File: src/aes_col_settings.svh
// AES column core settings: round count and datapath widths
`ifndef AES_COL_SETTINGS_SVH
`define AES_COL_SETTINGS_SVH

// ====================
// Cipher geometry
// ====================

// AES-128 round count
`define AES_ROUNDS 10

// Full state, key and IV width
`define AES_BLOCK_W 128

// One column or one key word
`define AES_WORD_W 32

`endif

File: src/aes_col_pkg.sv
// AES column core package: vector types and control encodings
`include "aes_col_settings.svh"

package aes_col_pkg;

	// ====================
	// Vector types
	// ====================
	typedef logic [`AES_BLOCK_W-1:0] block_t;
	typedef logic [`AES_WORD_W-1:0] word_t;
	// Round counter, 0 to 10
	typedef logic [3:0] round_t;
	// One bit per column or key word
	typedef logic [3:0] col_mask_t;

	// ====================
	// Control encodings
	// ====================
	typedef enum logic [1:0] {
		op_encrypt, op_key_derive, op_decrypt, op_decrypt_derive
	} op_mode_t;

	// S-box input: a state column or the key g-function
	typedef enum logic [2:0] {
		sbox_col0, sbox_col1, sbox_col2, sbox_col3, sbox_g
	} sbox_src_t;

	// Column register write source
	typedef enum logic [1:0] {col_shift_rows, col_add_rk_out, col_input} col_src_t;

	// Round-key adder input
	typedef enum logic [1:0] {rk_column, rk_mixcol_in, rk_mixcol_out} rk_src_t;

	typedef enum logic [3:0] {
		idle, round0_col0, round0_col1, round0_col2, round0_col3,
		round_key, nop,
		round_col0, round_col1, round_col2, round_col3,
		ready, gen_key0, gen_key1, gen_key2, gen_key3
	} ctl_state_t;

endpackage

File: src/aes_col_ctl_if.sv
// Control unit strobes and selects toward datapath and key schedule
interface aes_col_ctl_if import aes_col_pkg::*; ();

	// Datapath selects
	sbox_src_t sbox_sel;
	rk_src_t rk_sel;
	col_src_t col_sel;
	col_mask_t col_en;
	logic bypass_rk;
	logic iv_cnt_en;
	logic last_round;
	// Key schedule selects
	col_mask_t key_en;
	logic [1:0] key_out_sel;
	// Expansion vs host key
	logic key_sel;
	logic bypass_key_en;
	logic key_derive_en;
	logic key_gen;
	logic key_init;
	// Forward or inverse direction, shared
	logic encrypt;

	modport ctl (
		output sbox_sel, rk_sel, col_sel, col_en, key_en, key_out_sel, key_sel,
		output bypass_rk, bypass_key_en, iv_cnt_en, key_derive_en,
		output encrypt, key_gen, last_round, key_init
	);

	modport dp (
		input sbox_sel, rk_sel, col_sel, col_en, bypass_rk, iv_cnt_en,
		input encrypt, last_round
	);

	modport ks (
		input key_en, key_out_sel, key_sel, bypass_key_en, key_derive_en,
		input encrypt, key_gen, key_init
	);

endinterface

File: src/aes_col_key_if.sv
// Round-key words and shared S-box path between key schedule and datapath
interface aes_col_key_if import aes_col_pkg::*; ();

	// Word added in AddRoundKey
	word_t rk_word;
	// Key word 3 rotated, for SubWord
	word_t g_word;
	// S-box result returned to the key schedule
	word_t sbox_word;

	modport ks (
		output rk_word, g_word,
		input sbox_word
	);

	modport dp (
		input rk_word, g_word,
		output sbox_word
	);

endinterface

File: src/aes_key_schedule.sv
// AES-128 key schedule: four key words with forward and reverse expansion
module aes_key_schedule import aes_col_pkg::*;
(
	input logic clk,
	input logic rst_n,
	input block_t key_in,
	output block_t key_out,
	aes_col_ctl_if.ks ctl,
	aes_col_key_if.ks key
);

	word_t k [4];
	word_t exp_w [4];
	logic [7:0] rcon;
	logic [7:0] rcon_prev;
	logic [7:0] rcon_use;
	logic rcon_step;

	function automatic logic [7:0] xt(input logic [7:0] x);
		return {x[6:0], 1'b0} ^ (x[7] ? 8'h1b : 8'h00);
	endfunction

	// Division by x as the inverse of xt
	function automatic logic [7:0] xt_inv(input logic [7:0] x);
		logic [7:0] y;
		y = x ^ (x[0] ? 8'h1b : 8'h00);
		return {x[0], y[7:1]};
	endfunction

	assign rcon_prev = xt_inv(rcon);
	// Reverse walk uses the constant of the round being undone
	assign rcon_use = ctl.encrypt ? rcon : rcon_prev;
	assign rcon_step = ctl.key_gen || (ctl.key_derive_en && ctl.key_en[0]);

	// RotWord on word 3
	assign key.g_word = {k[3][23:0], k[3][31:24]};

	// ====================
	// Expansion
	// ====================
	// Same chain in both directions with a different word order
	assign exp_w[0] = k[0] ^ key.sbox_word ^ {rcon_use, 24'h0};
	assign exp_w[1] = k[1] ^ k[0];
	assign exp_w[2] = k[2] ^ k[1];
	assign exp_w[3] = k[3] ^ k[2];

	assign key.rk_word = ctl.bypass_key_en ? k[ctl.key_out_sel] : exp_w[ctl.key_out_sel];

	always_ff @(posedge clk)
	begin
		for (int i = 0; i < 4; i++)
		begin
			// Host key while key_sel is low
			if (ctl.key_init || ctl.key_en[i])
				k[i] <= ctl.key_sel ? exp_w[i] : key_in[127-32*i -: 32];
		end
	end

	// Round constant register
	// 0x6c is one step past the tenth
	always_ff @(posedge clk or negedge rst_n)
	begin
		if (!rst_n)
			rcon <= 8'h01;
		else if (ctl.key_init)
			rcon <= ctl.encrypt ? 8'h01 : 8'h6c;
		else if (rcon_step)
			rcon <= ctl.encrypt ? xt(rcon) : rcon_prev;
	end

	assign key_out = {k[0], k[1], k[2], k[3]};

endmodule

File: src/flat_wrapper.sv
// flat-port wrapper written by rule: the top's interface ports become plain ports
module aes_key_schedule_flat import aes_col_pkg::*;
  (clk, rst_n, key_in, key_out, ctl_key_en, ctl_key_out_sel, ctl_key_sel, ctl_bypass_key_en, ctl_key_derive_en, ctl_encrypt, ctl_key_gen, ctl_key_init, key_rk_word, key_g_word, key_sbox_word);
  aes_col_ctl_if ctl_i ();
  aes_col_key_if key_i ();
  input logic clk;
  input logic rst_n;
  input block_t key_in;
  output block_t key_out;
  input wire logic [$bits(ctl_i.key_en)-1:0] ctl_key_en;
  input wire logic [$bits(ctl_i.key_out_sel)-1:0] ctl_key_out_sel;
  input wire logic [$bits(ctl_i.key_sel)-1:0] ctl_key_sel;
  input wire logic [$bits(ctl_i.bypass_key_en)-1:0] ctl_bypass_key_en;
  input wire logic [$bits(ctl_i.key_derive_en)-1:0] ctl_key_derive_en;
  input wire logic [$bits(ctl_i.encrypt)-1:0] ctl_encrypt;
  input wire logic [$bits(ctl_i.key_gen)-1:0] ctl_key_gen;
  input wire logic [$bits(ctl_i.key_init)-1:0] ctl_key_init;
  output wire logic [$bits(key_i.rk_word)-1:0] key_rk_word;
  output wire logic [$bits(key_i.g_word)-1:0] key_g_word;
  input wire logic [$bits(key_i.sbox_word)-1:0] key_sbox_word;
  assign ctl_i.key_en = ctl_key_en;
  assign ctl_i.key_out_sel = ctl_key_out_sel;
  assign ctl_i.key_sel = ctl_key_sel;
  assign ctl_i.bypass_key_en = ctl_bypass_key_en;
  assign ctl_i.key_derive_en = ctl_key_derive_en;
  assign ctl_i.encrypt = ctl_encrypt;
  assign ctl_i.key_gen = ctl_key_gen;
  assign ctl_i.key_init = ctl_key_init;
  assign key_rk_word = key_i.rk_word;
  assign key_g_word = key_i.g_word;
  assign key_i.sbox_word = key_sbox_word;
  aes_key_schedule u_core (.clk(clk), .rst_n(rst_n), .key_in(key_in), .key_out(key_out), .ctl(ctl_i), .key(key_i));
endmodule
File: config.mk
export PLATFORM = sky130hd
export DESIGN_NAME = aes_key_schedule_flat
export DESIGN_NICKNAME = d
export VERILOG_FILES = /design/src/aes_col_pkg.sv /design/src/aes_col_ctl_if.sv /design/src/aes_col_key_if.sv /design/src/aes_key_schedule.sv /design/src/flat_wrapper.sv
export VERILOG_INCLUDE_DIRS = /design/src
export SDC_FILE = /design/constraint.sdc
export NUM_CORES = 1
export LEC_CHECK = 0
export ABC_AREA = 1
export CORE_ASPECT_RATIO = 1.5
export CORE_MARGIN = 2
export CORE_UTILIZATION = 32
export DETAILED_ROUTE_END_ITERATION = 6
export DONT_BUFFER_PORTS = 1
export GPL_ROUTABILITY_DRIVEN = 0
export GPL_TIMING_DRIVEN = 0
export PLACE_DENSITY_LB_ADDON = 0.3
export SKIP_CTS_REPAIR_TIMING = 1
export SLEW_MARGIN = 40
export SYNTH_ARGS = -nofsm -noshare
export SYNTH_HDL_FRONTEND = slang
export SYNTH_SLANG_ARGS = --single-unit
export TNS_END_PERCENT = 50
File: constraint.sdc
create_clock -name clk -period 2 [get_ports clk]
set_clock_uncertainty 0.05 [all_clocks]
set_input_delay 0.1 -clock clk [delete_from_list [all_inputs] [get_ports clk]]
set_output_delay 0.1 -clock clk [all_outputs]
set_load 0.1 [all_outputs]
-- After elaboration in Yosys (flattened, before gate mapping)
Memory sizes are Yosys's and may differ from the RTL's.
Cells that the tools add are included.
- reduce and logical (&&, ||, !) cells: 7
- bitwise operators: 8
- mux-type cells: 23
- order comparisons: 1
- operators with widths (kind ; count):
    $mux W32 ; 7
    $xor A32 B32 Y32 ; 5
    $bmux W32 S2 ; 1
    $mux W8 ; 4
    $xor A8 B8 Y8 ; 2
    $mux W5 ; 2
    $mux W1 ; 8
    $mux W7 ; 1
    $logic_or A1 B1 Y1 ; 5
    $ge A3 B3 Y1 const B ; 1
    $not A2 Y3 ; 1
    $reduce_bool A2 Y1 ; 1
    $logic_and A1 B1 Y1 ; 1
- RAM bits: 128
- logic and storage cells: 41
- memories kept: 1
- output and inout bits: 192
- input port bits: 174
- register bits: 8
- memory list (memory ; words ; bits a word ; rd ports ; clocked after memory_dff ; write ports ; RTL line ; RTL):
    u_core.k ; 4 ; 32 ; 5 ; 0 ; 4 ; aes_key_schedule.sv:12 ; word_t k [4];

-- Longest topological paths before layout
- depth after elaboration: 8
- gate-level depth with buffers: 8
- depth with buffers taken out: 8

-- Worst setup path before layout
Ideal clock, no wire load.
- kind: reg-to-output
- start: memory u_core.k[0][28] (netlist bit)
- end: output port key_rk_word[28]
- required time: 1850 ps
- path slack: -1119 ps
- buffers on the path: 0
- data arrival time: 2969 ps
- cell stages (with the launch flop): 7
- cell sequence: edfxtp_1 or2_2 nand2_1 nand2_1 nand3_1 nand2_1 a21oi_1
- RTL lines (item ; RTL line ; RTL):
    start: declaration ; aes_key_schedule.sv:12 ;
    end: declaration ; flat_wrapper.sv:18 ; output wire logic [$bits(key_i.rk_word)-1:0] key_rk_word;

==> flow_summary.toml <==
[grt]
globalRouteTotalUtil = 0.2763
grt_pass1_vias = 10220
grt_overflow_total = 0
grt_antenna_before_repair = 1
grt_pass1_wl_mm = 64.68
grt_start_max_net_pins = 33

[synth]
postSynthNetCount = 1380
syn-cell-area_sq_um = 9550
post_synth_num_cell_types = 28
synth_top_area_frac = 0.4025
synth_seq_area_share = 0.4236
synth_largest_area_cell = "sky130_fd_sc_hd__edfxtp_1"
synth_cells = 1206
syn_area_per_cell_sq_um = 7.919
synth.yosys.warnings = 0
ys_seq_elements = 136
synth_area_leaders = "sky130_fd_sc_hd__edfxtp_1 40%, sky130_fd_sc_hd__nand2_1 14%, sky130_fd_sc_hd__xnor2_1 9.1%"

[routing]
drt-total-wl_mm = 50.92
routed_vias_inst = 5.722
route.layer.met1.wl_mm = 17.07
routed.top_layer = "met4"
detail_route.drc_violations = 0
per_cell_routed_wire_length_microns = 25.18
drt_pre_antenna_iters = 7
initialDrtViolationCount = 975
via_count = 11570
met2_length_mm = 25.98
routed-wl-met3_mm = 4.618
final_antenna_net_count = 0

[die]
number_of_placement_rows = 77
floorplan.die.width_microns = 145.1
die_area_sq_um = 31270
effective_utilization_at_floorplan = 0.3250
core_area_sq_um = 29380
io_pins = 366
chipHeight_microns = 215.6

[timing]
clock.fmax_ghz = 0.4191
final.setup.worst_slack_ns = -0.3862
relSlewSlack = 0.3783
worst_pin_slew_ns = 0.9326
setup-violations-final = 26
setup_total_negative_slack_ns = -3.150
final-max-slew-violation-count = 0
hold_violations = 2
final_critical_period_ns = 2.386
hold-worst-slack_ns = -0.04130
share_of_the_clock_period_used_by_the_worst_path = 1.193
rsz0062_at_grt = "yes"

[clocking]
clk_transition_reported_paths_ns = 0.07
htreeDepth = 4
tritoncts.num_buffers = 17
clock_sinks = 136
cts_tree = "done"
cts-root-to-sink-buffers = 2
clock-root-buffer = "sky130_fd_sc_hd__clkbuf_16"
clkLatencyLatePin_ns = 0.45

[run_status]
outcome = "finished, violations left"
failed_checks = "hold timing, setup timing"

[hold_path]
worst_hold_path_type = "in -> reg"
hold_path_startpoint = "key_sbox_word[5]"
hold_end = "u_core.k[0][5]$_DFFE_PP_"
hold_path_depth = 2

[critical_path]
worst_path_largest_cell_delay_ns = 0.60
crit_path_end_kind = "output pin"
critPathArrivalTime_ns = 2.24
start_kind = "flip-flop"
critPathMaxFanout = 4
critical_path.reg2reg.startpoint = "u_core.k[0][25]$_DFFE_PP_"
reg2reg_setup_slack_ns = -0.02
timing.reg2reg.worst_path_depth = 6
critical-path-top-delay-family = "compound AO/OA/AOI/OAI gates"
cp.required_ns = 1.85
crit_path_cell_trace = "buf_1 -> xor2_1 -> nand3_1 -> nand3_2 -> nand2_2 -> a21oi_4"
crit_path_top_delay_cell = "sky130_fd_sc_hd__a21oi_4"
cp_bufs_invs = 1
criticalPathCategory = "reg -> out"
ff_to_ff_end = "u_core.k[0][25]$_DFFE_PP_"

[final_layout]
final_nets = 1787
post_route_cells_drive_above_1_share = 0.2737
fillerInstances = 2302
syn_to_final_growth_pct = 75.17

[power_and_ir_drop]
leakage_uw = 0.006941
power.ir.vdd_worst_uv = 638.2
totalPowerFinal_uw = 17800
power.density_cell_area_nw_per_um2 = 1064

[placed_design]
numPortBuffers = 0
dp.final_hpwl_mm = 33.22

[run]
maxCapViolCount = 0
[worst max-delay path by stage]
stage / from / end / cells after the start / slack (ns)
global placement: u_core.k[0][22]$_DFFE_PP_ / key_rk_word[22] / 5 / -0.62
floorplan: u_core.k[1][6]$_DFFE_PP_ / key_rk_word[6] / 5 / -0.27
global route: u_core.rcon[0]$_DFFE_PN1P_ / key_rk_word[24] / 8 / -0.42
detailed placement: u_core.rcon[0]$_DFFE_PN1P_ / key_rk_word[31] / 6 / -0.28
CTS: u_core.rcon[0]$_DFFE_PN1P_ / key_rk_word[31] / 6 / -0.77
finish: u_core.k[0][25]$_DFFE_PP_ / key_rk_word[25] / 6 / -0.39
[cells in the mapped netlist]
cell type,number
sky130_fd_sc_hd__nand2_1,349
sky130_fd_sc_hd__o21ai_0,169
sky130_fd_sc_hd__edfxtp_1,128
sky130_fd_sc_hd__nand3_1,109
sky130_fd_sc_hd__xnor2_1,99
sky130_fd_sc_hd__nor2_1,77
sky130_fd_sc_hd__buf_4,38
sky130_fd_sc_hd__buf_2,34
sky130_fd_sc_hd__o22ai_1,30
sky130_fd_sc_hd__inv_1,29
sky130_fd_sc_hd__clkbuf_1,25
sky130_fd_sc_hd__o21a_1,24
sky130_fd_sc_hd__a21oi_1,22
sky130_fd_sc_hd__xor2_1,20
sky130_fd_sc_hd__or2_2,12
sky130_fd_sc_hd__buf_6,11
sky130_fd_sc_hd__a31oi_1,10
sky130_fd_sc_hd__dfrtp_1,7
sky130_fd_sc_hd__inv_2,2
sky130_fd_sc_hd__nand4_1,2
sky130_fd_sc_hd__o211ai_1,2
sky130_fd_sc_hd__a22o_1,1
sky130_fd_sc_hd__a22oi_1,1
sky130_fd_sc_hd__clkbuf_2,1
sky130_fd_sc_hd__dfstp_2,1
sky130_fd_sc_hd__inv_4,1
sky130_fd_sc_hd__nand3b_1,1
sky130_fd_sc_hd__o21ai_1,1
[layer usage]
metal	GRT usage	up-vias
li1	-	4880
met1	0.2989	5441
met2	0.4981	980
met3	0.07357	268
met4	0.1356	0
met5	0	-
[registers in the layout, summed over array words and instances (netlist names)]
register	cells
u_core.rcon	8
u_core.k	128
[area by class of cell]
| type | instances | area (sq um) | share of cell area |
|---|---|---|---|
| diodes | 1 | 2.502 | 0.0001496 |
| plain buffers | 109 | 678.2 | 0.04054 |
| clock buffers | 20 | 467.9 | 0.02797 |
| clock inverters | 12 | 77.57 | 0.004637 |
| inverters | 32 | 125.1 | 0.007479 |
| multi-input cells | 929 | 5414 | 0.3236 |
| flip-flops and latches | 136 | 4045 | 0.2418 |
| well taps | 395 | 494.2 | 0.02954 |
| repair buffers | 388 | 5425 | 0.3243 |
[where the power goes]
part	switching (uW)	total (uW)	leakage (uW)	internal (uW)
clock	1410	3100	0.000262	1680
sequential	838	4520	0.00142	3680
combinational	6670	10200	0.00525	3520
[worst reg2reg max path: cells and delay by family (launching register included)]
kind                      cells  cell delay [ns]
xor gates and xnor gates      1             0.17
AOI/OAI and AO/OA             1             0.06
DFF                           1             0.46
and+or+nand+nor               1             0.16
buffers and inverters         3             0.87
[cells in the final DEF (no fill, tap or decap), types with 24 or more instances in the layout]
master / instances
sky130_fd_sc_hd__o22ai_1: 30
sky130_fd_sc_hd__o21a_4: 24
sky130_fd_sc_hd__nand2_1: 321
sky130_fd_sc_hd__inv_1: 28
sky130_fd_sc_hd__clkbuf_1: 26
sky130_fd_sc_hd__buf_1: 26
sky130_fd_sc_hd__buf_16: 93
sky130_fd_sc_hd__buf_4: 79
sky130_fd_sc_hd__buf_2: 35
sky130_fd_sc_hd__buf_6: 37
sky130_fd_sc_hd__o21ai_0: 166
sky130_fd_sc_hd__nor2_1: 77
sky130_fd_sc_hd__nand2_2: 28
sky130_fd_sc_hd__dlygate4sd3_1: 161
sky130_fd_sc_hd__buf_8: 35
sky130_fd_sc_hd__nand3_1: 81
sky130_fd_sc_hd__edfxtp_1: 128
sky130_fd_sc_hd__nand3_2: 25
sky130_fd_sc_hd__xnor2_1: 82
[through the flow]
| step | worst slack [ns] | cells | util | area [sq um] |
|---|---|---|---|---|
| 4_1_cts | -0.7675 | 1817 | 0.4834 | 14200 |
| 3_3_place_gp | -0.6241 | 1601 | 0.3458 | 10160 |
| 5_1_grt | -0.4192 | 2022 | 0.5693 | 16730 |
| 2_1_floorplan | -0.2669 | 1206 | - | 9666 |
| 6_report | -0.3862 | 2022 | 0.5693 | 16730 |
| 3_5_place_dp | -0.2768 | 1785 | 0.4648 | 13660 |
[cells by family (layout without fill, tap and decap cells)]
logic type,count (synthesis),after routing,share of synthesized area
buffers and inverters,141,561,0.08385
flip-flops,136,136,0.4236
AND/OR/NAND/NOR,550,550,0.2345
XOR/XNOR,119,119,0.1091
other,0,1,0
AO/OA/AOI/OAI,260,260,0.1490
Note: power is estimated with default switching activity, not from simulation.
