--- src/aes_col_settings.svh ---
// AES column core settings: round count and datapath widths
`ifndef AES_COL_SETTINGS_SVH
`define AES_COL_SETTINGS_SVH

// ====================
// Cipher geometry
// ====================

// AES-128 round count
`define AES_ROUNDS 10

// Full state, key and IV width
`define AES_BLOCK_W 128

// One column or one key word
`define AES_WORD_W 32

`endif

--- src/aes_col_pkg.sv ---
// AES column core package: vector types and control encodings
`include "aes_col_settings.svh"

package aes_col_pkg;

	// ====================
	// Vector types
	// ====================
	typedef logic [`AES_BLOCK_W-1:0] block_t;
	typedef logic [`AES_WORD_W-1:0] word_t;
	// Round counter, 0 to 10
	typedef logic [3:0] round_t;
	// One bit per column or key word
	typedef logic [3:0] col_mask_t;

	// ====================
	// Control encodings
	// ====================
	typedef enum logic [1:0] {
		op_encrypt, op_key_derive, op_decrypt, op_decrypt_derive
	} op_mode_t;

	// S-box input: a state column or the key g-function
	typedef enum logic [2:0] {
		sbox_col0, sbox_col1, sbox_col2, sbox_col3, sbox_g
	} sbox_src_t;

	// Column register write source
	typedef enum logic [1:0] {col_shift_rows, col_add_rk_out, col_input} col_src_t;

	// Round-key adder input
	typedef enum logic [1:0] {rk_column, rk_mixcol_in, rk_mixcol_out} rk_src_t;

	typedef enum logic [3:0] {
		idle, round0_col0, round0_col1, round0_col2, round0_col3,
		round_key, nop,
		round_col0, round_col1, round_col2, round_col3,
		ready, gen_key0, gen_key1, gen_key2, gen_key3
	} ctl_state_t;

endpackage

--- src/aes_col_ctl_if.sv ---
// Control unit strobes and selects toward datapath and key schedule
interface aes_col_ctl_if import aes_col_pkg::*; ();

	// Datapath selects
	sbox_src_t sbox_sel;
	rk_src_t rk_sel;
	col_src_t col_sel;
	col_mask_t col_en;
	logic bypass_rk;
	logic iv_cnt_en;
	logic last_round;
	// Key schedule selects
	col_mask_t key_en;
	logic [1:0] key_out_sel;
	// Expansion vs host key
	logic key_sel;
	logic bypass_key_en;
	logic key_derive_en;
	logic key_gen;
	logic key_init;
	// Forward or inverse direction, shared
	logic encrypt;

	modport ctl (
		output sbox_sel, rk_sel, col_sel, col_en, key_en, key_out_sel, key_sel,
		output bypass_rk, bypass_key_en, iv_cnt_en, key_derive_en,
		output encrypt, key_gen, last_round, key_init
	);

	modport dp (
		input sbox_sel, rk_sel, col_sel, col_en, bypass_rk, iv_cnt_en,
		input encrypt, last_round
	);

	modport ks (
		input key_en, key_out_sel, key_sel, bypass_key_en, key_derive_en,
		input encrypt, key_gen, key_init
	);

endinterface

--- src/aes_control_unit.sv ---
// AES column control unit: FSM and round counter driving column and key strobes
`include "aes_col_settings.svh"

module aes_control_unit import aes_col_pkg::*;
(
	input logic clk,
	input logic rst_n,
	input logic start,
	input logic disable_core,
	input op_mode_t operation_mode,
	input logic ctr_mode,
	output logic end_comp,
	output logic busy,
	aes_col_ctl_if.ctl ctl
);

	ctl_state_t state;
	ctl_state_t next_state;
	round_t rd_cnt;
	logic rd_cnt_en;
	op_mode_t op_q;
	op_mode_t start_mode;
	logic fwd;
	logic last;
	logic gen_phase;

	// CTR always runs the forward cipher
	assign start_mode = ctr_mode ? op_encrypt : operation_mode;

	assign gen_phase = (state == gen_key0) || (state == gen_key1) ||
		(state == gen_key2) || (state == gen_key3);

	// Key expansion loop is always forward
	assign fwd = (op_q == op_encrypt) || (op_q == op_key_derive) || gen_phase;

	assign last = (rd_cnt == round_t'(`AES_ROUNDS));

	// ====================
	// State register
	// ====================
	always_ff @(posedge clk or negedge rst_n)
	begin
		if (!rst_n)
			state <= idle;
		else if (disable_core)
			state <= idle;
		else
			state <= next_state;
	end

	// Mode held for the whole block
	always_ff @(posedge clk or negedge rst_n)
	begin
		if (!rst_n)
			op_q <= op_encrypt;
		else if (state == idle && start)
			op_q <= start_mode;
	end

	// Round counter, cleared between phases
	always_ff @(posedge clk or negedge rst_n)
	begin
		if (!rst_n)
			rd_cnt <= '0;
		else if (state == idle || (state == gen_key3 && last))
			rd_cnt <= '0;
		else if (rd_cnt_en)
			rd_cnt <= rd_cnt + 4'd1;
	end

	// ====================
	// Next state
	// ====================
	always_comb
	begin
		next_state = state;
		case (state)
			idle:
				if (start)
				begin
					case (start_mode)
						op_encrypt: next_state = round0_col0;
						op_decrypt: next_state = round0_col3;
						default: next_state = gen_key0;
					endcase
				end
			// Initial key add, columns 0..3 forward, 3..0 inverse
			round0_col0: next_state = fwd ? round0_col1 : nop;
			round0_col1: next_state = fwd ? round0_col2 : round0_col0;
			round0_col2: next_state = fwd ? round0_col3 : round0_col1;
			round0_col3: next_state = fwd ? round_key : round0_col2;
			// Inverse: key word 0 is needed only by column 0
			round_key: next_state = fwd ? nop : round_col0;
			nop: next_state = fwd ? round_col0 : round_col3;
			round_col0:
				if (fwd)
					next_state = round_col1;
				else
					next_state = last ? ready : nop;
			round_col1: next_state = fwd ? round_col2 : round_key;
			round_col2: next_state = fwd ? round_col3 : round_col1;
			round_col3:
				if (fwd)
					next_state = last ? ready : round_key;
				else
					next_state = round_col2;
			gen_key0: next_state = gen_key1;
			gen_key1: next_state = gen_key2;
			gen_key2: next_state = gen_key3;
			gen_key3:
				if (!last)
					next_state = gen_key0;
				else
					next_state = (op_q == op_key_derive) ? ready : round0_col3;
			ready: next_state = idle;
			default: next_state = idle;
		endcase
	end

	// ====================
	// Output decode
	// ====================
	always_comb
	begin
		ctl.sbox_sel = sbox_col0;
		ctl.rk_sel = rk_column;
		ctl.col_sel = col_shift_rows;
		ctl.col_en = '0;
		ctl.key_en = '0;
		ctl.key_out_sel = 2'd0;
		ctl.key_sel = 1'b0;
		ctl.bypass_rk = 1'b0;
		ctl.bypass_key_en = 1'b0;
		ctl.iv_cnt_en = 1'b0;
		ctl.key_derive_en = 1'b0;
		ctl.key_gen = 1'b0;
		rd_cnt_en = 1'b0;
		case (state)
			idle:
				if (start)
				begin
					// Block capture, IV steps in CTR
					ctl.col_sel = col_input;
					ctl.col_en = '1;
					ctl.iv_cnt_en = ctr_mode;
				end
			round0_col0, round0_col1, round0_col2, round0_col3:
			begin
				// Plain key add with the stored words
				ctl.sbox_sel = sbox_src_t'(state - round0_col0);
				ctl.key_out_sel = 2'(state - round0_col0);
				ctl.col_sel = col_add_rk_out;
				ctl.col_en = col_mask_t'(4'd1 << (state - round0_col0));
				ctl.bypass_rk = 1'b1;
				ctl.bypass_key_en = 1'b1;
			end
			round_key:
			begin
				ctl.sbox_sel = sbox_g;
				ctl.key_en = 4'b0001;
				ctl.key_sel = 1'b1;
				ctl.key_gen = 1'b1;
				rd_cnt_en = fwd;
			end
			nop:
			begin
				// ShiftRows over the whole state
				ctl.col_en = '1;
				rd_cnt_en = !fwd;
			end
			round_col0, round_col1, round_col2, round_col3:
			begin
				ctl.sbox_sel = sbox_src_t'(state - round_col0);
				ctl.key_out_sel = 2'(state - round_col0);
				ctl.col_sel = col_add_rk_out;
				ctl.col_en = col_mask_t'(4'd1 << (state - round_col0));
				// No MixColumns in the final round
				ctl.rk_sel = (fwd && !last) ? rk_mixcol_out : rk_mixcol_in;
				// Word 0 already updated in round_key
				if (state == round_col0)
					ctl.bypass_key_en = 1'b1;
				else
				begin
					ctl.key_en = col_mask_t'(4'd1 << (state - round_col0));
					ctl.key_sel = 1'b1;
				end
			end
			gen_key0:
			begin
				ctl.sbox_sel = sbox_g;
				ctl.key_en = 4'b0001;
				ctl.key_sel = 1'b1;
				ctl.key_derive_en = 1'b1;
				rd_cnt_en = 1'b1;
			end
			gen_key1, gen_key2, gen_key3:
			begin
				ctl.key_en = col_mask_t'(4'd1 << (state - gen_key0));
				ctl.key_sel = 1'b1;
				ctl.key_derive_en = 1'b1;
			end
			default:
			begin
			end
		endcase
	end

	// Idle direction follows the mode being started
	assign ctl.encrypt = (state == idle) ? (start_mode != op_decrypt) : fwd;
	assign ctl.last_round = last;
	assign ctl.key_init = (state == idle) && start;

	assign end_comp = (state == ready);
	assign busy = (state != idle);

	// ====================
	// Checks
	// ====================
	a_col_en_idle: assert property (@(posedge clk) disable iff (!rst_n)
		(state == idle && !start) |-> (ctl.col_en == '0));

	a_end_pulse: assert property (@(posedge clk) disable iff (!rst_n)
		end_comp |=> !end_comp);

	// Host has no back-pressure, start outside idle is lost
	a_start_idle: assert property (@(posedge clk) disable iff (!rst_n)
		start |-> (state == idle));

endmodule

--- src/flat_wrapper.sv ---
// flat-port wrapper written by rule: the top's interface ports become plain ports
module aes_control_unit_flat import aes_col_pkg::*;
  (clk, rst_n, start, disable_core, operation_mode, ctr_mode, end_comp, busy, ctl_sbox_sel, ctl_rk_sel, ctl_col_sel, ctl_col_en, ctl_key_en, ctl_key_out_sel, ctl_key_sel, ctl_bypass_rk, ctl_bypass_key_en, ctl_iv_cnt_en, ctl_key_derive_en, ctl_encrypt, ctl_key_gen, ctl_last_round, ctl_key_init);
  aes_col_ctl_if ctl_i ();
  input logic clk;
  input logic rst_n;
  input logic start;
  input logic disable_core;
  input op_mode_t operation_mode;
  input logic ctr_mode;
  output logic end_comp;
  output logic busy;
  output wire logic [$bits(ctl_i.sbox_sel)-1:0] ctl_sbox_sel;
  output wire logic [$bits(ctl_i.rk_sel)-1:0] ctl_rk_sel;
  output wire logic [$bits(ctl_i.col_sel)-1:0] ctl_col_sel;
  output wire logic [$bits(ctl_i.col_en)-1:0] ctl_col_en;
  output wire logic [$bits(ctl_i.key_en)-1:0] ctl_key_en;
  output wire logic [$bits(ctl_i.key_out_sel)-1:0] ctl_key_out_sel;
  output wire logic [$bits(ctl_i.key_sel)-1:0] ctl_key_sel;
  output wire logic [$bits(ctl_i.bypass_rk)-1:0] ctl_bypass_rk;
  output wire logic [$bits(ctl_i.bypass_key_en)-1:0] ctl_bypass_key_en;
  output wire logic [$bits(ctl_i.iv_cnt_en)-1:0] ctl_iv_cnt_en;
  output wire logic [$bits(ctl_i.key_derive_en)-1:0] ctl_key_derive_en;
  output wire logic [$bits(ctl_i.encrypt)-1:0] ctl_encrypt;
  output wire logic [$bits(ctl_i.key_gen)-1:0] ctl_key_gen;
  output wire logic [$bits(ctl_i.last_round)-1:0] ctl_last_round;
  output wire logic [$bits(ctl_i.key_init)-1:0] ctl_key_init;
  assign ctl_sbox_sel = ctl_i.sbox_sel;
  assign ctl_rk_sel = ctl_i.rk_sel;
  assign ctl_col_sel = ctl_i.col_sel;
  assign ctl_col_en = ctl_i.col_en;
  assign ctl_key_en = ctl_i.key_en;
  assign ctl_key_out_sel = ctl_i.key_out_sel;
  assign ctl_key_sel = ctl_i.key_sel;
  assign ctl_bypass_rk = ctl_i.bypass_rk;
  assign ctl_bypass_key_en = ctl_i.bypass_key_en;
  assign ctl_iv_cnt_en = ctl_i.iv_cnt_en;
  assign ctl_key_derive_en = ctl_i.key_derive_en;
  assign ctl_encrypt = ctl_i.encrypt;
  assign ctl_key_gen = ctl_i.key_gen;
  assign ctl_last_round = ctl_i.last_round;
  assign ctl_key_init = ctl_i.key_init;
  aes_control_unit u_core (.clk(clk), .rst_n(rst_n), .start(start), .disable_core(disable_core), .operation_mode(operation_mode), .ctr_mode(ctr_mode), .end_comp(end_comp), .busy(busy), .ctl(ctl_i));
endmodule
--- config.mk ---
export PLATFORM = sky130hd
export DESIGN_NAME = aes_control_unit_flat
export DESIGN_NICKNAME = d
export VERILOG_FILES = /design/src/aes_col_pkg.sv /design/src/aes_col_ctl_if.sv /design/src/aes_control_unit.sv /design/src/flat_wrapper.sv
export VERILOG_INCLUDE_DIRS = /design/src
export SDC_FILE = /design/constraint.sdc
export NUM_CORES = 1
export LEC_CHECK = 0
export ABC_AREA = 1
export BUFFER_PORTS_ARGS = -buffer_cell sky130_fd_sc_hd__buf_2
export CAP_MARGIN = 20
export CORE_MARGIN = 1.5
export CORE_UTILIZATION = 54
export DETAILED_ROUTE_END_ITERATION = 8
export PLACE_DENSITY = 0.81
export SLEW_MARGIN = 15
export SYNTH_ARGS = -nofsm -noshare
export SYNTH_HDL_FRONTEND = slang
export SYNTH_SLANG_ARGS = --single-unit
--- constraint.sdc ---
create_clock -name clk -period 2.4 [get_ports clk]
set_input_delay 0.24 -clock clk [delete_from_list [all_inputs] [get_ports clk]]
set_output_delay 0.24 -clock clk [all_outputs]
set_load 0.05 [all_outputs]
# Yosys cells after proc, flatten, opt, wreduce, memory -nomap -nowiden
# Index checks and enable logic that the tools add are counted.
# word_totals
reg_bits,10
in_bits,7
output_inout_bits,28
elab_cells,95
# op_classes
addsub,4
n_eq_ne,20
shift,3
n_mux,42
n_reduce_logical,23
# ops
operator,count
4-bit case mux with 16 select lines,1
4-bit two-way mux,14
"4-bit == test, second input constant",9
"4-bit by 3-bit == test with 1-bit output, second input constant",4
4-bit case mux with 4 select lines,1
2-bit two-way mux,6
4-bit case mux with 3 select lines,1
4-bit OR reduction,3
"1-bit by 4-bit << shifter with 4-bit output, first input constant",3
1-bit two-way mux,9
3-bit two-way mux,3
3-bit case mux with 3 select lines,1
"4-bit by 2-bit == test with 1-bit output, second input constant",2
2-bit case mux with 2 select lines,2
4-bit case mux with 2 select lines,1
8-bit OR reduction,1
1-bit logical OR,6
5-bit OR reduction,1
"4-bit by 1-bit adder with 4-bit output, second input constant",1
"4-bit by 1-bit == test with 1-bit output, second input constant",1
2-bit zero test,2
4-bit zero test,1
1-bit case mux with 2 select lines,2
4-bit nonzero test,1
other kinds (13),16

# Depth between registers and ports, before layout
# logic_depth
word_depth,9
depth_mapped,12

# Least setup slack after synthesis
# OpenSTA, ideal clock, no wires.
# synth_path
path_kind,register -> output
startpoint,register u_core.state[3]
endpoint,output ctl_key_en[3]
t_arrival_ps,2644
setup_slack_ps,-484
path_stages_with_launch,6
path_cell_list,dfrtp_1 > ha_1 > nand2_1 > inv_2 > nor2_2 > o31ai_1
# synth_via
elab_chain_len,4
elab_cells_between_ends,18
# synth_lines
item,line,source
"start, declared",aes_control_unit.sv:17,ctl_state_t state;
"start signal, assigned",aes_control_unit.sv:44,state <= idle;
"start signal, assigned",aes_control_unit.sv:46,state <= idle;
"start signal, assigned",aes_control_unit.sv:48,state <= next_state;
4-bit by 3-bit subtractor with 4-bit output,-,
1-bit by 4-bit << shifter with 4-bit output,aes_control_unit.sv:184,ctl.key_en = col_mask_t'(4'd1 << (state - round_col0));
4-bit two-way mux,aes_control_unit.sv:180,if (state == round_col0)
4-bit case mux with 3 select lines (*),aes_control_unit.sv:138,case (state)
"end, declared",flat_wrapper.sv:17,output wire logic [$bits(ctl_i.key_en)-1:0] ctl_key_en;
# Mark *: on every way between the ends. The rest lies on a longest branch, timed or not.

# Final worst setup path
# layout_path
startpoint,register u_core.state[0]
endpoint,output ctl_key_en[0]
# The elaborated chain is that of the path after synthesis.

==> metrics.cfg <==
[timing]
fmax_mhz=435
hold_violations=0
period_needed_ns=2.30
timing.final.ws_setup_ns=0.0997
fin_crit_sh=0.958
fin_skew_ns=0.00763
tightest_slew_ns=0.473
tns_ns=0
relSlewSlack=0.682
setup_viol=0
maxSlewViolCount=0

[finish]
diodes=0
area_growth_pct=23.4
post-route-util=0.713
final_cell_mix=nand2_1, inv_1, nand3_1, nor2_1, buf_2
drive_gt1_frac=0.259
fin_nets=315
final_common_cell=nand2_1

[placement]
io_buffers=34
hpwlAfterDp_mm=3.24
finalWeightedCongestion=0.909
pre_cts_ws_ns=0.147

[global_route]
gr-total-overflow=0
grt_usage=0.279
met1_usage=0.430
grt_pass1_wl_mm=6.00
grt_max_degree=12
use_met2=0.409
busiest_layer=met1
antenna_found_initial=0
grt_util_met3=0.0383
grt_pass1_vias=1330

[cts]
clock_latency_ns=0.26
cts.htree.levels=1
clockBufferDepth=2
cts_tree=yes
cts_root_buffer=clkbuf_4
clk_pin_slew_worst_paths_ns=0.06
clock-sinks=10
cts_inserted_buffers=3

[floorplan]
rows=18
fp.dieW_um=54.7
initial_core_util=0.578
ios=35
die_h_um=54.7
die_area_um2=3000
core_um2=2500

[logic_synthesis]
synth_nets=272
synth_cells=253
yosysSeqAreaShare=0.173
synth.avg_cell_area_um2=5.71
yosys_register_bits=10
yosys_warnings=0
syn_area_um2=1450
synth_cell_types=26

[critical_path]
cp.arrival_ns=2.06
crit_buf_inv=3
regToRegSetupSlack_ns=0.53
cp.required_ns=2.16
worst-path-max-fanout=11
cpMostUsedCell=nand2_1
max_stage_delay_ns=0.45
setup.worst_path.class=reg2out
path_cells=inv_4 -> ha_2 -> nand2_1 -> nand4_4 -> inv_2 -> nor2_2 -> nand3_1 -> nand2_1 -> buf_4
critical-path-slowest-cell=dfrtp_2
critPathTopFamily=simple AND/OR/NAND/NOR gates
end_kind=primary output
crit_path_start_kind=register

[routing]
drtIter0Drc=90
dr.pass1.iters=5
vias=1754
drtAntennaViolNets=0
totalWireLength_mm=4.15
drc=0
viasPerCell=5.41
avgRoutedWirePerCell_um=12.8

[hold_path]
hold_path.class=in2reg

[status]
status=finished, final reports clean

[flow_run]
cap_violations=0

-- per-stage QoR --
step           instance area, um2  hold slack [ns]  instances
2_1_floorplan                1460          -0.0556        253
3_3_place_gp                 1670            0.112        317
3_5_place_dp                 1670            0.111        317
4_1_cts                      1720            0.289        321
5_1_grt                      1780            0.308        324
6_report                     1780            0.299        324
-- repair_timing --
| action | CTS | global route |
|---|---|---|
| resized for setup | 7 | 16 |
| hold buffers | 1 | 0 |
| hold endpoints to repair | 10 | 0 |
| setup endpoints to repair | 6 | 18 |
| buffers inserted | 0 | 3 |
-- area by class of cell --
cell class / count / area, um2
tap: 30 / 37.5
clock buffer: 3 / 22.5
sequential: 10 / 254
fill: 229 / 717
timing repair buffer: 39 / 228
multi-input combinational: 201 / 1080
inverter: 41 / 156
-- flip-flops by register name, indices dropped and copies added (netlist names) --
name           count
u_core.op_q        2
u_core.rd_cnt      4
u_core.state       4
-- tightest hold or removal path: cells and delay by family --
kind	cells	cell delay, ns
buf+inv	1	0.08
simple gates	3	0.20
-- metal layers --
metal / routed length (um) / vias to the layer above
li1: - / 894
met1: 1780 / 774
met2: 1920 / 84
met3: 427 / 2
met4: 14 / 0
met5: 0 / -
-- Yosys cell counts --
library cell | count | area share
a21oi_1 | 8 | 0.028
a21oi_2 | 1 | 0.0061
a31oi_1 | 1 | 0.0043
buf_2 | 1 | 0.0035
dfrtp_1 | 10 | 0.17
ha_1 | 12 | 0.10
inv_1 | 37 | 0.096
inv_2 | 4 | 0.010
nand2_1 | 72 | 0.19
nand2_2 | 2 | 0.0087
nand2_4 | 1 | 0.0078
nand3_1 | 33 | 0.11
nand4_1 | 6 | 0.026
nand4_2 | 1 | 0.0087
nor2_1 | 31 | 0.081
nor2_2 | 6 | 0.026
nor3_1 | 3 | 0.010
o211ai_1 | 1 | 0.0052
o21ai_0 | 12 | 0.042
o21ai_1 | 1 | 0.0035
o21ai_2 | 1 | 0.0061
o21bai_1 | 3 | 0.016
o31ai_1 | 1 | 0.0052
or2_2 | 1 | 0.0043
xnor2_1 | 1 | 0.0061
xor2_1 | 3 | 0.018
-- worst paths after layout --
check | endpoint | startpoint | depth (start not counted)
max reg2reg | u_core.state[2]$_DFFE_PN0P_ | u_core.state[3]$_DFFE_PN0P_ | 9
max | ctl_key_en[0] | u_core.state[0]$_DFFE_PN0P_ | 9
min in group asynchronous | u_core.rd_cnt[3]$_DFFE_PN0P_ | rst_n | 2
max in group asynchronous | u_core.state[2]$_DFFE_PN0P_ | rst_n | 2
min | u_core.state[3]$_DFFE_PN0P_ | disable_core | 4
min reg2reg | u_core.op_q[0]$_DFFE_PN0P_ | u_core.op_q[0]$_DFFE_PN0P_ | 2
-- kinds of logic (layout without fill, tap and decap cells) --
kind of cell / count (synthesis) / after routing / synth area share
buffers and inverters: 42 / 83 / 0.110
AO/OA/AOI/OAI: 29 / 29 / 0.115
adder cells (fa/ha/maj): 12 / 12 / 0.104
flip-flops: 10 / 10 / 0.173
AND/OR/NAND/NOR: 156 / 156 / 0.474
XOR/XNOR: 4 / 4 / 0.0242
Power is not shown: default switching activity piles up to over one toggle a cycle in this logic, so the estimate is an artifact.
