`config.mk`:
```
export PLATFORM = sky130hd
export DESIGN_NAME = aes_datapath_flat
export DESIGN_NICKNAME = d
export VERILOG_FILES = /design/src/aes_col_pkg.sv /design/src/aes_col_ctl_if.sv /design/src/aes_col_key_if.sv /design/src/aes_datapath.sv /design/src/aes_sbox.sv /design/src/flat_wrapper.sv
export VERILOG_INCLUDE_DIRS = /design/src
export SDC_FILE = /design/constraint.sdc
export NUM_CORES = 2
export LEC_CHECK = 0
export BUFFER_PORTS_ARGS = -buffer_cell sky130_fd_sc_hd__buf_2
export CAP_MARGIN = 25
export CORE_MARGIN = 5
export CORE_UTILIZATION = 35
export DETAILED_ROUTE_END_ITERATION = 6
export PLACE_DENSITY = 0.53
export RECOVER_POWER = 25
export SETUP_SLACK_MARGIN = 0.4
export SLEW_MARGIN = 20
export SYNTH_ARGS = -nofsm -noshare
export SYNTH_HDL_FRONTEND = slang
export SYNTH_SLANG_ARGS = --single-unit
```
`constraint.sdc`:
```
create_clock -name clk -period 28.9 [get_ports clk]
set_input_delay 5.78 -clock clk [delete_from_list [all_inputs] [get_ports clk]]
set_output_delay 5.78 -clock clk [all_outputs]
set_load 0.01 [all_outputs]
```
`src/aes_col_settings.svh`:
```
// AES column core settings: round count and datapath widths
`ifndef AES_COL_SETTINGS_SVH
`define AES_COL_SETTINGS_SVH

// ====================
// Cipher geometry
// ====================

// AES-128 round count
`define AES_ROUNDS 10

// Full state, key and IV width
`define AES_BLOCK_W 128

// One column or one key word
`define AES_WORD_W 32

`endif

```
`src/aes_col_pkg.sv`:
```
// AES column core package: vector types and control encodings
`include "aes_col_settings.svh"

package aes_col_pkg;

	// ====================
	// Vector types
	// ====================
	typedef logic [`AES_BLOCK_W-1:0] block_t;
	typedef logic [`AES_WORD_W-1:0] word_t;
	// Round counter, 0 to 10
	typedef logic [3:0] round_t;
	// One bit per column or key word
	typedef logic [3:0] col_mask_t;

	// ====================
	// Control encodings
	// ====================
	typedef enum logic [1:0] {
		op_encrypt, op_key_derive, op_decrypt, op_decrypt_derive
	} op_mode_t;

	// S-box input: a state column or the key g-function
	typedef enum logic [2:0] {
		sbox_col0, sbox_col1, sbox_col2, sbox_col3, sbox_g
	} sbox_src_t;

	// Column register write source
	typedef enum logic [1:0] {col_shift_rows, col_add_rk_out, col_input} col_src_t;

	// Round-key adder input
	typedef enum logic [1:0] {rk_column, rk_mixcol_in, rk_mixcol_out} rk_src_t;

	typedef enum logic [3:0] {
		idle, round0_col0, round0_col1, round0_col2, round0_col3,
		round_key, nop,
		round_col0, round_col1, round_col2, round_col3,
		ready, gen_key0, gen_key1, gen_key2, gen_key3
	} ctl_state_t;

endpackage

```
`src/aes_col_ctl_if.sv`:
```
// Control unit strobes and selects toward datapath and key schedule
interface aes_col_ctl_if import aes_col_pkg::*; ();

	// Datapath selects
	sbox_src_t sbox_sel;
	rk_src_t rk_sel;
	col_src_t col_sel;
	col_mask_t col_en;
	logic bypass_rk;
	logic iv_cnt_en;
	logic last_round;
	// Key schedule selects
	col_mask_t key_en;
	logic [1:0] key_out_sel;
	// Expansion vs host key
	logic key_sel;
	logic bypass_key_en;
	logic key_derive_en;
	logic key_gen;
	logic key_init;
	// Forward or inverse direction, shared
	logic encrypt;

	modport ctl (
		output sbox_sel, rk_sel, col_sel, col_en, key_en, key_out_sel, key_sel,
		output bypass_rk, bypass_key_en, iv_cnt_en, key_derive_en,
		output encrypt, key_gen, last_round, key_init
	);

	modport dp (
		input sbox_sel, rk_sel, col_sel, col_en, bypass_rk, iv_cnt_en,
		input encrypt, last_round
	);

	modport ks (
		input key_en, key_out_sel, key_sel, bypass_key_en, key_derive_en,
		input encrypt, key_gen, key_init
	);

endinterface

```
`src/aes_col_key_if.sv`:
```
// Round-key words and shared S-box path between key schedule and datapath
interface aes_col_key_if import aes_col_pkg::*; ();

	// Word added in AddRoundKey
	word_t rk_word;
	// Key word 3 rotated, for SubWord
	word_t g_word;
	// S-box result returned to the key schedule
	word_t sbox_word;

	modport ks (
		output rk_word, g_word,
		input sbox_word
	);

	modport dp (
		input rk_word, g_word,
		output sbox_word
	);

endinterface

```
`src/aes_datapath.sv`:
```
// AES column datapath: state columns, ShiftRows, MixColumns, AddRoundKey and CTR IV
module aes_datapath import aes_col_pkg::*;
(
	input logic clk,
	input logic rst_n,
	input block_t data_in,
	input block_t iv_in,
	input logic iv_load,
	output block_t data_out,
	aes_col_ctl_if.dp ctl,
	aes_col_key_if.dp key
);

	word_t col [4];
	block_t iv_q;
	// Input block for the CTR XOR, zero in ECB
	block_t din_q;
	block_t state_blk;
	block_t shifted;
	word_t sel_col;
	word_t sbox_in;
	word_t sb;
	word_t mc_fwd;
	word_t ark_in;
	word_t ark;
	word_t col_val;
	logic sbox_inv;
	logic load;

	function automatic logic [7:0] xt(input logic [7:0] x);
		return {x[6:0], 1'b0} ^ (x[7] ? 8'h1b : 8'h00);
	endfunction

	// Product with a 4-bit constant
	function automatic logic [7:0] cmul(input logic [7:0] x, input logic [3:0] c);
		logic [7:0] x2;
		logic [7:0] x4;
		x2 = xt(x);
		x4 = xt(x2);
		return (c[0] ? x : 8'h00) ^ (c[1] ? x2 : 8'h00) ^ (c[2] ? x4 : 8'h00) ^
			(c[3] ? xt(x4) : 8'h00);
	endfunction

	// Row r of a word is byte [31-8r -: 8]
	function automatic word_t mix(input word_t w, input logic inv);
		logic [7:0] a [4];
		word_t r;
		for (int i = 0; i < 4; i++)
			a[i] = w[31-8*i -: 8];
		for (int i = 0; i < 4; i++)
		begin
			if (inv)
				r[31-8*i -: 8] = cmul(a[i], 4'd14) ^ cmul(a[(i+1)%4], 4'd11) ^
					cmul(a[(i+2)%4], 4'd13) ^ cmul(a[(i+3)%4], 4'd9);
			else
				r[31-8*i -: 8] = cmul(a[i], 4'd2) ^ cmul(a[(i+1)%4], 4'd3) ^
					a[(i+2)%4] ^ a[(i+3)%4];
		end
		return r;
	endfunction

	// Row r rotates left by r, right when inverse
	function automatic block_t shift_rows(input block_t s, input logic inv);
		block_t r;
		int src;
		for (int c = 0; c < 4; c++)
			for (int rw = 0; rw < 4; rw++)
			begin
				src = inv ? (c + 4 - rw) % 4 : (c + rw) % 4;
				r[127-8*(4*c+rw) -: 8] = s[127-8*(4*src+rw) -: 8];
			end
		return r;
	endfunction

	assign state_blk = {col[0], col[1], col[2], col[3]};
	assign shifted = shift_rows(state_blk, !ctl.encrypt);

	// ====================
	// Shared S-box path
	// ====================
	always_comb
	begin
		case (ctl.sbox_sel)
			sbox_col1: sel_col = col[1];
			sbox_col2: sel_col = col[2];
			sbox_col3: sel_col = col[3];
			default: sel_col = col[0];
		endcase
	end

	assign sbox_in = (ctl.sbox_sel == sbox_g) ? key.g_word : sel_col;
	// Key SubWord is always forward
	assign sbox_inv = !ctl.encrypt && (ctl.sbox_sel != sbox_g);

	aes_sbox u_sbox (
		.in_word(sbox_in),
		.inverse(sbox_inv),
		.out_word(sb)
	);

	assign key.sbox_word = sb;

	// ====================
	// MixColumns and key add
	// ====================
	assign mc_fwd = mix(sb, 1'b0);

	always_comb
	begin
		case (ctl.rk_sel)
			rk_mixcol_in: ark_in = sb;
			rk_mixcol_out: ark_in = mc_fwd;
			default: ark_in = sel_col;
		endcase
	end

	assign ark = ark_in ^ key.rk_word;
	// Inverse rounds apply InvMixColumns after the key add
	assign col_val = (!ctl.encrypt && !ctl.last_round && !ctl.bypass_rk) ? mix(ark, 1'b1) : ark;

	assign load = (ctl.col_sel == col_input) && (ctl.col_en == '1);

	// Column registers
	always_ff @(posedge clk)
	begin
		for (int i = 0; i < 4; i++)
			if (ctl.col_en[i])
			begin
				case (ctl.col_sel)
					col_input: col[i] <= ctl.iv_cnt_en ? iv_q[127-32*i -: 32] :
						data_in[127-32*i -: 32];
					col_add_rk_out: col[i] <= col_val;
					default: col[i] <= shifted[127-32*i -: 32];
				endcase
			end
	end

	// ====================
	// CTR counter
	// ====================
	always_ff @(posedge clk)
	begin
		if (iv_load)
			iv_q <= iv_in;
		else if (ctl.iv_cnt_en)
			iv_q <= iv_q + 1'b1;
		if (load)
			din_q <= ctl.iv_cnt_en ? data_in : '0;
	end

	assign data_out = state_blk ^ din_q;

	// Key SubWord never collides with a column write
	a_sbox_share: assert property (@(posedge clk) disable iff (!rst_n)
		(ctl.sbox_sel == sbox_g) |-> (ctl.col_en == '0));

endmodule

```
`src/aes_sbox.sv`:
```
// Four-lane AES S-box from GF(2^8) inversion with forward or inverse affine map
module aes_sbox import aes_col_pkg::*;
(
	input word_t in_word,
	input logic inverse,
	output word_t out_word
);

	// GF(2^8) product, AES polynomial
	function automatic logic [7:0] gf_mul(input logic [7:0] a, input logic [7:0] b);
		logic [7:0] p;
		logic [7:0] aa;
		p = '0;
		aa = a;
		for (int i = 0; i < 8; i++)
		begin
			if (b[i])
				p = p ^ aa;
			aa = {aa[6:0], 1'b0} ^ (aa[7] ? 8'h1b : 8'h00);
		end
		return p;
	endfunction

	// x^254, zero maps to zero
	function automatic logic [7:0] gf_inv(input logic [7:0] x);
		logic [7:0] sq;
		logic [7:0] acc;
		sq = x;
		acc = 8'h01;
		for (int i = 1; i < 8; i++)
		begin
			sq = gf_mul(sq, sq);
			acc = gf_mul(acc, sq);
		end
		return acc;
	endfunction

	function automatic logic [7:0] rotl(input logic [7:0] x, input int n);
		logic [15:0] d;
		d = {x, x} << n;
		return d[15:8];
	endfunction

	// ====================
	// Byte lanes
	// ====================
	for (genvar g = 0; g < 4; g++)
	begin : g_lane
		logic [7:0] in_b;
		logic [7:0] pre;
		logic [7:0] inv_b;
		logic [7:0] fwd_b;

		assign in_b = in_word[8*g +: 8];
		// Inverse affine goes before the inversion
		assign pre = inverse ? (rotl(in_b, 1) ^ rotl(in_b, 3) ^ rotl(in_b, 6) ^ 8'h05) : in_b;
		assign inv_b = gf_inv(pre);
		// Forward affine after it
		assign fwd_b = inv_b ^ rotl(inv_b, 1) ^ rotl(inv_b, 2) ^ rotl(inv_b, 3) ^
			rotl(inv_b, 4) ^ 8'h63;
		assign out_word[8*g +: 8] = inverse ? inv_b : fwd_b;
	end

endmodule

```
`src/flat_wrapper.sv`:
```
// flat-port wrapper written by rule: the top's interface ports become plain ports
module aes_datapath_flat import aes_col_pkg::*;
  (clk, rst_n, data_in, iv_in, iv_load, data_out, ctl_sbox_sel, ctl_rk_sel, ctl_col_sel, ctl_col_en, ctl_bypass_rk, ctl_iv_cnt_en, ctl_encrypt, ctl_last_round, key_rk_word, key_g_word, key_sbox_word);
  aes_col_ctl_if ctl_i ();
  aes_col_key_if key_i ();
  input logic clk;
  input logic rst_n;
  input block_t data_in;
  input block_t iv_in;
  input logic iv_load;
  output block_t data_out;
  input wire logic [$bits(ctl_i.sbox_sel)-1:0] ctl_sbox_sel;
  input wire logic [$bits(ctl_i.rk_sel)-1:0] ctl_rk_sel;
  input wire logic [$bits(ctl_i.col_sel)-1:0] ctl_col_sel;
  input wire logic [$bits(ctl_i.col_en)-1:0] ctl_col_en;
  input wire logic [$bits(ctl_i.bypass_rk)-1:0] ctl_bypass_rk;
  input wire logic [$bits(ctl_i.iv_cnt_en)-1:0] ctl_iv_cnt_en;
  input wire logic [$bits(ctl_i.encrypt)-1:0] ctl_encrypt;
  input wire logic [$bits(ctl_i.last_round)-1:0] ctl_last_round;
  input wire logic [$bits(key_i.rk_word)-1:0] key_rk_word;
  input wire logic [$bits(key_i.g_word)-1:0] key_g_word;
  output wire logic [$bits(key_i.sbox_word)-1:0] key_sbox_word;
  assign ctl_i.sbox_sel = ctl_sbox_sel;
  assign ctl_i.rk_sel = ctl_rk_sel;
  assign ctl_i.col_sel = ctl_col_sel;
  assign ctl_i.col_en = ctl_col_en;
  assign ctl_i.bypass_rk = ctl_bypass_rk;
  assign ctl_i.iv_cnt_en = ctl_iv_cnt_en;
  assign ctl_i.encrypt = ctl_encrypt;
  assign ctl_i.last_round = ctl_last_round;
  assign key_i.rk_word = key_rk_word;
  assign key_i.g_word = key_g_word;
  assign key_sbox_word = key_i.sbox_word;
  aes_datapath u_core (.clk(clk), .rst_n(rst_n), .data_in(data_in), .iv_in(iv_in), .iv_load(iv_load), .data_out(data_out), .ctl(ctl_i), .key(key_i));
endmodule
```
* Word-level counts from Yosys, hierarchy flattened
Memory sizes are Yosys's and may differ from the RTL's. Index checks and enable logic that the tools add are counted.
Storage, ports and cells: input bits 338, ROM bits 0, memories 1, bits in writable memories 128, output and inout port bits 160, register bits after elaboration 256, word-level logic and storage cells 1802, bits in latches 0
Memories:
- u_core.col | depth 4, bits a word 32, read ports 4, clocked after memory_dff 0, wr ports 4, line aes_datapath.sv:14 | word_t col [4];
Cells by class: shifts and indexed selects 8, multiplexer cells 885, magnitude comparators 0, eq/ne operators 10, add/sub/neg operators 17, bitwise gates (word level) 870, $mul 0, reductions and logical operators 9, div/mod/pow operators 0
Operators with widths (count):
- $xor A8 B8 Y8 | 458
- $mux W8 | 428
- $xor A8 B5 Y8 | 366
- $mux W5 | 384
- $shiftx A135 B32 Y8 | 8
- $mux W32 | 14
- $mux W128 | 2
- $sub A8 B32 Y32 const A | 8
- $add A128 B1 Y128 const B | 1
- $xor A128 B128 Y128 | 1
- $pmux W32 S3 | 1
- $add A29 B2 Y29 const B | 3
- $add A29 B3 Y29 const B | 3
- $pmux W32 S2 | 1
- $xor A32 B32 Y32 | 1
- $mux W1 | 31
- $mux W7 | 4
- $not A1 Y1 const A | 28
- $mux W6 | 4
- $mux W2 | 8
- $mux W4 | 4
- $not A4 Y4 | 4
- $mux W3 | 4
- $not A2 Y2 | 4
- other kinds (14) | 29

* Depth between registers and ports, before layout
depth in word-level cells 161, mapped depth 96, gate-level depth less buffers 76

* Cells and area by module
A second synthesis with hierarchy kept.
Second synthesis, totals: cell total of the unflattened synthesis 10996, area total of the unflattened synthesis 86898.3 um^2
By module, submodules not included:
- aes_sbox | instances 1, cells each 8298, area an instance 59101.7 um^2, sequential area each 0.0 um^2
- aes_datapath | instances 1, cells each 2698, area an instance 27796.7 um^2, sequential area each 11531.1 um^2

* Least setup slack after synthesis
Ideal clock, no wire load.
kind input-to-output, from input port ctl_sbox_sel[1], to output port key_sbox_word[30], path slack -765 ps, path buffers 12, stages 77, required time 23120 ps, arrival 23885 ps, cell sequence buf_6 > or3b_1 > a31oi_2 > nand2_1 > xnor3_1 > a21oi_2 > inv_2 > buf_2 > ha_1 > inv_1 > xnor2_1 > mux2_2 > a21oi_1 > nor3_2 > nor2_2 > inv_2 > buf_2 > buf_2 > [... 41 more ...] > xnor2_1 > a21oi_1 > xnor2_1 > clkbuf_1 > a21oi_1 > nor4_1 > o22ai_1 > o31a_1 > o21a_1 > or3_1 > and2_1 > buf_2 > nor2_1 > xnor3_1 > xor3_2 > xor2_1 > nor2_1 > xnor2_1
Between the ends: cells in the longest elaborated chain, start to end 136, elaborated cells on any way between the ends 403, those cells by class eq/ne (5); mux (207); bitwise (190); reduce/logical (1)
Ends and longest elaborated chain:
- start, declared | line flat_wrapper.sv:12 | input wire logic [$bits(ctl_i.sbox_sel)-1:0] ctl_sbox_sel;
- $eq A3 B2 Y1 / $eq A3 B1 Y1 (equally long branches) | line aes_datapath.sv:83 | case (ctl.sbox_sel)
- $pmux W32 S3 | line aes_datapath.sv:83
- $mux W32 | line aes_datapath.sv:91 | assign sbox_in = (ctl.sbox_sel == sbox_g) ? key.g_word : sel_col;
- $xor A8 B8 Y8 (2 in series) | line aes_sbox.sv:56 | assign pre = inverse ? (rotl(in_b, 1) ^ rotl(in_b, 3) ^ rotl(in_b, 6) ^ 8'h05) : in_b;
- $mux W8 / $not A2 Y2 (equally long branches)
- $mux W5 / $mux W8 (equally long branches) | line aes_sbox.sv:19, aes_sbox.sv:56
- $xor A8 B5 Y8 / $mux W8 (equally long branches) | line aes_sbox.sv:19, aes_sbox.sv:17
- $xor A8 B8 Y8 | line aes_sbox.sv:18 | p = p ^ aa;
- [... 117 more ...]
- $xor A8 B8 Y8 / $mux W8 (equally long branches) | line aes_sbox.sv:18, aes_sbox.sv:17
- $mux W8 / $xor A8 B8 Y8 (equally long branches) | line aes_sbox.sv:17, aes_sbox.sv:18
- $xor A8 B8 Y8 / $mux W8 (equally long branches) | line aes_sbox.sv:18, aes_sbox.sv:17
- $mux W8 / $xor A8 B8 Y8 (equally long branches) | line aes_sbox.sv:17, aes_sbox.sv:18
- $xor A8 B8 Y8 / $mux W8 (equally long branches) | line aes_sbox.sv:59, aes_sbox.sv:17
- $xor A8 B8 Y8 (3 in series) | line aes_sbox.sv:59 | assign fwd_b = inv_b ^ rotl(inv_b, 1) ^ rotl(inv_b, 2) ^ rotl(inv_b, 3) ^
- $not A4 Y4 (no line)
- $mux W8 * | line aes_sbox.sv:61 | assign out_word[8*g +: 8] = inverse ? inv_b : fwd_b;
- end, declared | line flat_wrapper.sv:22 | output wire logic [$bits(key_i.sbox_word)-1:0] key_sbox_word;
Mark *: on every way between the ends. The rest lies on a longest branch, timed or not.

* Final worst setup path
from input port ctl_sbox_sel[1], to output port key_sbox_word[6]
The elaborated chain is that of the path after synthesis.

==> impl_summary.log <==
[metrics] Main synth FF type: edfxtp_1
[metrics] Vias: just under 100k
[metrics] die outline area: 292,100 sq um
[metrics] count of clock tree sinks: 384
[metrics] detailed-route wire length per cell: 23.47 um
[metrics] crit path capture type: output pin
[metrics] fraction of registers with async set/reset: 0
[metrics] total iterations of the first detailed-routing run: 7
[metrics] post-route ant nets: 0
[metrics] count of endpoints failing setup in the final report: 0
[metrics] post-route clock period utilization: 0.9656
[metrics] post-synth top area share: 0.1496
[metrics] crit path max fanout: 15
[metrics] initial antenna violation count: 52
[metrics] count of synthesis-stage warnings from yosys: 0
[metrics] CP startpoint kind: input pin
[metrics] failing checks: capacitance limit, slew limit
[metrics] layout cell share with drive strength beyond 1: 0.2386
[metrics] Critical Path Slowest Stage Cell: a2bb2oi_1
[metrics] largest clock skew in the final design: 0.03229 ns
[metrics] Netlist Area Pre-Place: about 100,000 sq um
[metrics] number of instances in the synthesized netlist: 12.12k
[metrics] DPL Wire Length: 314,000 um
[metrics] largest net degree at the start of global routing: 99
[metrics] minimum setup slack in the final design: 0.9954 ns
[metrics] post-route DRC violation count: 0
[metrics] routability congestion estimate: 0.9926
[metrics] vias in the first global route: 89.49k
[metrics] Routed Wire Length: around 400,000 um
[metrics] starting DRC count in detailed routing: ~9k
[metrics] classification of the worst setup path: in -> out
[metrics] critical path required time: 23.12 ns
[metrics] worst skew pair latency: 0.61 ns
[metrics] Final Critical Period: between 20 and 30 ns
[metrics] unrepaired setup endpoints after global routing: true
[metrics] largest cells by area after synthesis: xnor2_1 (15%), edfxtp_1 (12%), xnor3_1 (11%), xor2_1 (5.8%), nor2_1 (5.5%)
[metrics] Slew headroom: -2.366
[metrics] Die Span Y: 540.5 um
[metrics] die boundary width: 540.5 um
[metrics] Post-layout nets: 13.64k
[metrics] proportion of synthesized chip area in sequential cells: 0.1171
[metrics] number of buffers inserted during clock tree synthesis: 42
[metrics] Fmax: 0.03584 GHz
[metrics] Mapped Avg Cell Area: 8.128 sq um
[metrics] core footprint: 279,900 sq um
[metrics] floorplan row count: 194
[metrics] largest area contributor in the synthesized netlist: xnor2_1
[metrics] max_cap viols: 7
[metrics] Setup TNS: 0 ns
[metrics] delay of the slowest critical-path stage: around 0.57 ns
[metrics] global-route wire length before repair: 591,100 um
[metrics] number of distinct library cells after synthesis: 153
[metrics] total count of hold-check failures in the final report: 0
[metrics] Global Route Usage Sum: 0.2579
[metrics] outcome: finished with violations
[metrics] max-slew violation count: 509
[metrics] clock root buffer: clkbuf_16
[metrics] H-tree levels: 2
[metrics] starting density of the core: 0.3520
[metrics] CTS tree: done
[metrics] Hold Path Class: reg -> reg
[metrics] Syn Nets: 12.49k
[metrics] area delta synth->final: 20.13%
[metrics] number of buffer cells added on primary ports: 496
[metrics] Worst Setup Slack post-DPL: -0.2435 ns
[metrics] cell type with the highest occurrence count on the critical path: buf_4
[metrics] WP data arrival: around 22 ns
[metrics] maximum count of clock buffers along a single path: 3
[metrics] remaining global-route overflow: 0
[metrics] clock slew at reported path FFs: around 0.060 ns
[metrics] total of flip-flops plus latches after synthesis: 384
[metrics] ports placed on the boundary: 498
[metrics] mean number of vias per cell: 5.639
[metrics] Worst Max-Slew Pin Slew: about 5.0 ns
[metrics] count of hold buffers inserted by post-cts repair: 0
[metrics] number of enable-type register cells in the synthesized netlist: 384
worst max-delay path: cells and delay by family:
family	cells	cell delay, ns
AOI/OAI and AO/OA	20	5.35
xor gates and xnor gates	13	3.50
and+or+nand+nor	15	3.46
buffers and inverters	15	2.37
muxes	4	0.97
adders and majority gates	2	0.63
cell type report:
class                   instances  area (sq um)
diodes                         21         52.55
flip-flops and latches        384         11530
clock inverters                23         145.1
multi-input cells           10771         86390
fillers                     28278        161500
clock buffers                  52          1110
inverters                     139         538.0
well taps                    3724          4659
repair buffers               1932         13910
per-stage QoR:
| stage | cell area (sq um) | hold slack, ns | utilization | instances |
|---|---|---|---|---|
| 2_1_floorplan | 98800 | 0.5728 | - | 12119 |
| 3_3_place_gp | 112300 | 0.6457 | 0.4011 | 16782 |
| 3_5_place_dp | 112300 | 0.6526 | 0.4013 | 16785 |
| 4_1_cts | 114100 | 0.6876 | 0.4078 | 16878 |
| 5_1_grt | 118300 | 0.7191 | 0.4227 | 17033 |
| 6_report | 118300 | 0.6867 | 0.4228 | 17046 |
routing by layer:
layer	track usage	routed length, um	vias up
met5	0	152	-
met4	0.1003	19240	20
met3	0.03061	27300	605
met2	0.4337	188100	3563
met1	0.3378	165200	46370
li1	-	-	45570
registers in the layout, summed over array words and instances, names as in the netlist:
name / cells
u_core.iv_q: 128
u_core.col: 128
u_core.din_q: 128
worst paths after layout:
| check | startpoint | to | slack [ns] | cells past startpoint |
|---|---|---|---|---|
| setup / recovery | ctl_sbox_sel[1] | key_sbox_word[6] | 1.0 | 69 |
| hold / removal | u_core.iv_q[123] | u_core.iv_q[123] | 0.69 | 2 |
| setup reg to reg | u_core.col[0][22] | u_core.col[2][27] | 7.84 | 72 |
| hold reg to reg | u_core.iv_q[123] | u_core.iv_q[123] | 0.69 | 2 |
cell families (layout without fill, tap and decap cells):
family                     after synthesis  in the layout  share of synthesized area
DFF                                    384            384                     0.1171
adders and majority gates               35             35                   0.004395
xor gates and xnor gates              3132           3132                     0.3831
other                                    0             21                          0
muxes                                  569            569                    0.06115
buffers and inverters                  964           2146                    0.04658
AOI/OAI and AO/OA                     2797           2797                     0.1907
and+or+nand+nor                       4238           4238                     0.1971
placed cells by master, fill, tap and decap left out, types with 122 or more instances in the layout:
cell	Yosys	layout
a21oi_1	597	574
and2_1	226	191
buf_2	166	481
buf_4	61	1371
edfxtp_1	384	384
mux2i_1	442	421
nand2_1	1265	1251
nand3_1	320	311
nor2_1	1455	1423
nor3_1	292	280
o211ai_1	122	122
o21ai_0	550	532
o21ai_1	201	208
o22ai_1	134	127
xnor2_1	1682	1506
xnor2_2	139	276
xnor3_1	467	407
xor2_1	647	606
cells in the mapped netlist, drive strengths merged (25+ instances only):
master,count
a2111oi,36
a211o,47
a211oi,146
a21boi,28
a21o,48
a21oi,612
a221oi,67
a22oi,83
a2bb2oi,25
a31oi,122
a32oi,57
and2,231
and3,86
buf,343
clkbuf,480
edfxtp,384
ha,33
inv,127
mux2,110
mux2i,446
nand2,1273
nand2b,63
nand3,320
nand4,99
nor2,1481
nor2b,54
nor3,307
nor3b,26
nor4,66
o211a,31
o211ai,124
o21a,64
o21ai,755
o221ai,68
o22ai,139
o31ai,52
o32ai,38
or2,55
or3,69
xnor2,1852
xnor3,518
xor2,700
xor3,62
repair_timing:
action	CTS	global route
gates cloned	1	3
buffers inserted	17	143
setup endpoints to repair	31	32
resized for setup	73	587
pin swaps	14	183
Power is not shown: default switching activity piles up to over one toggle a cycle in this logic, so the estimate is an artifact.
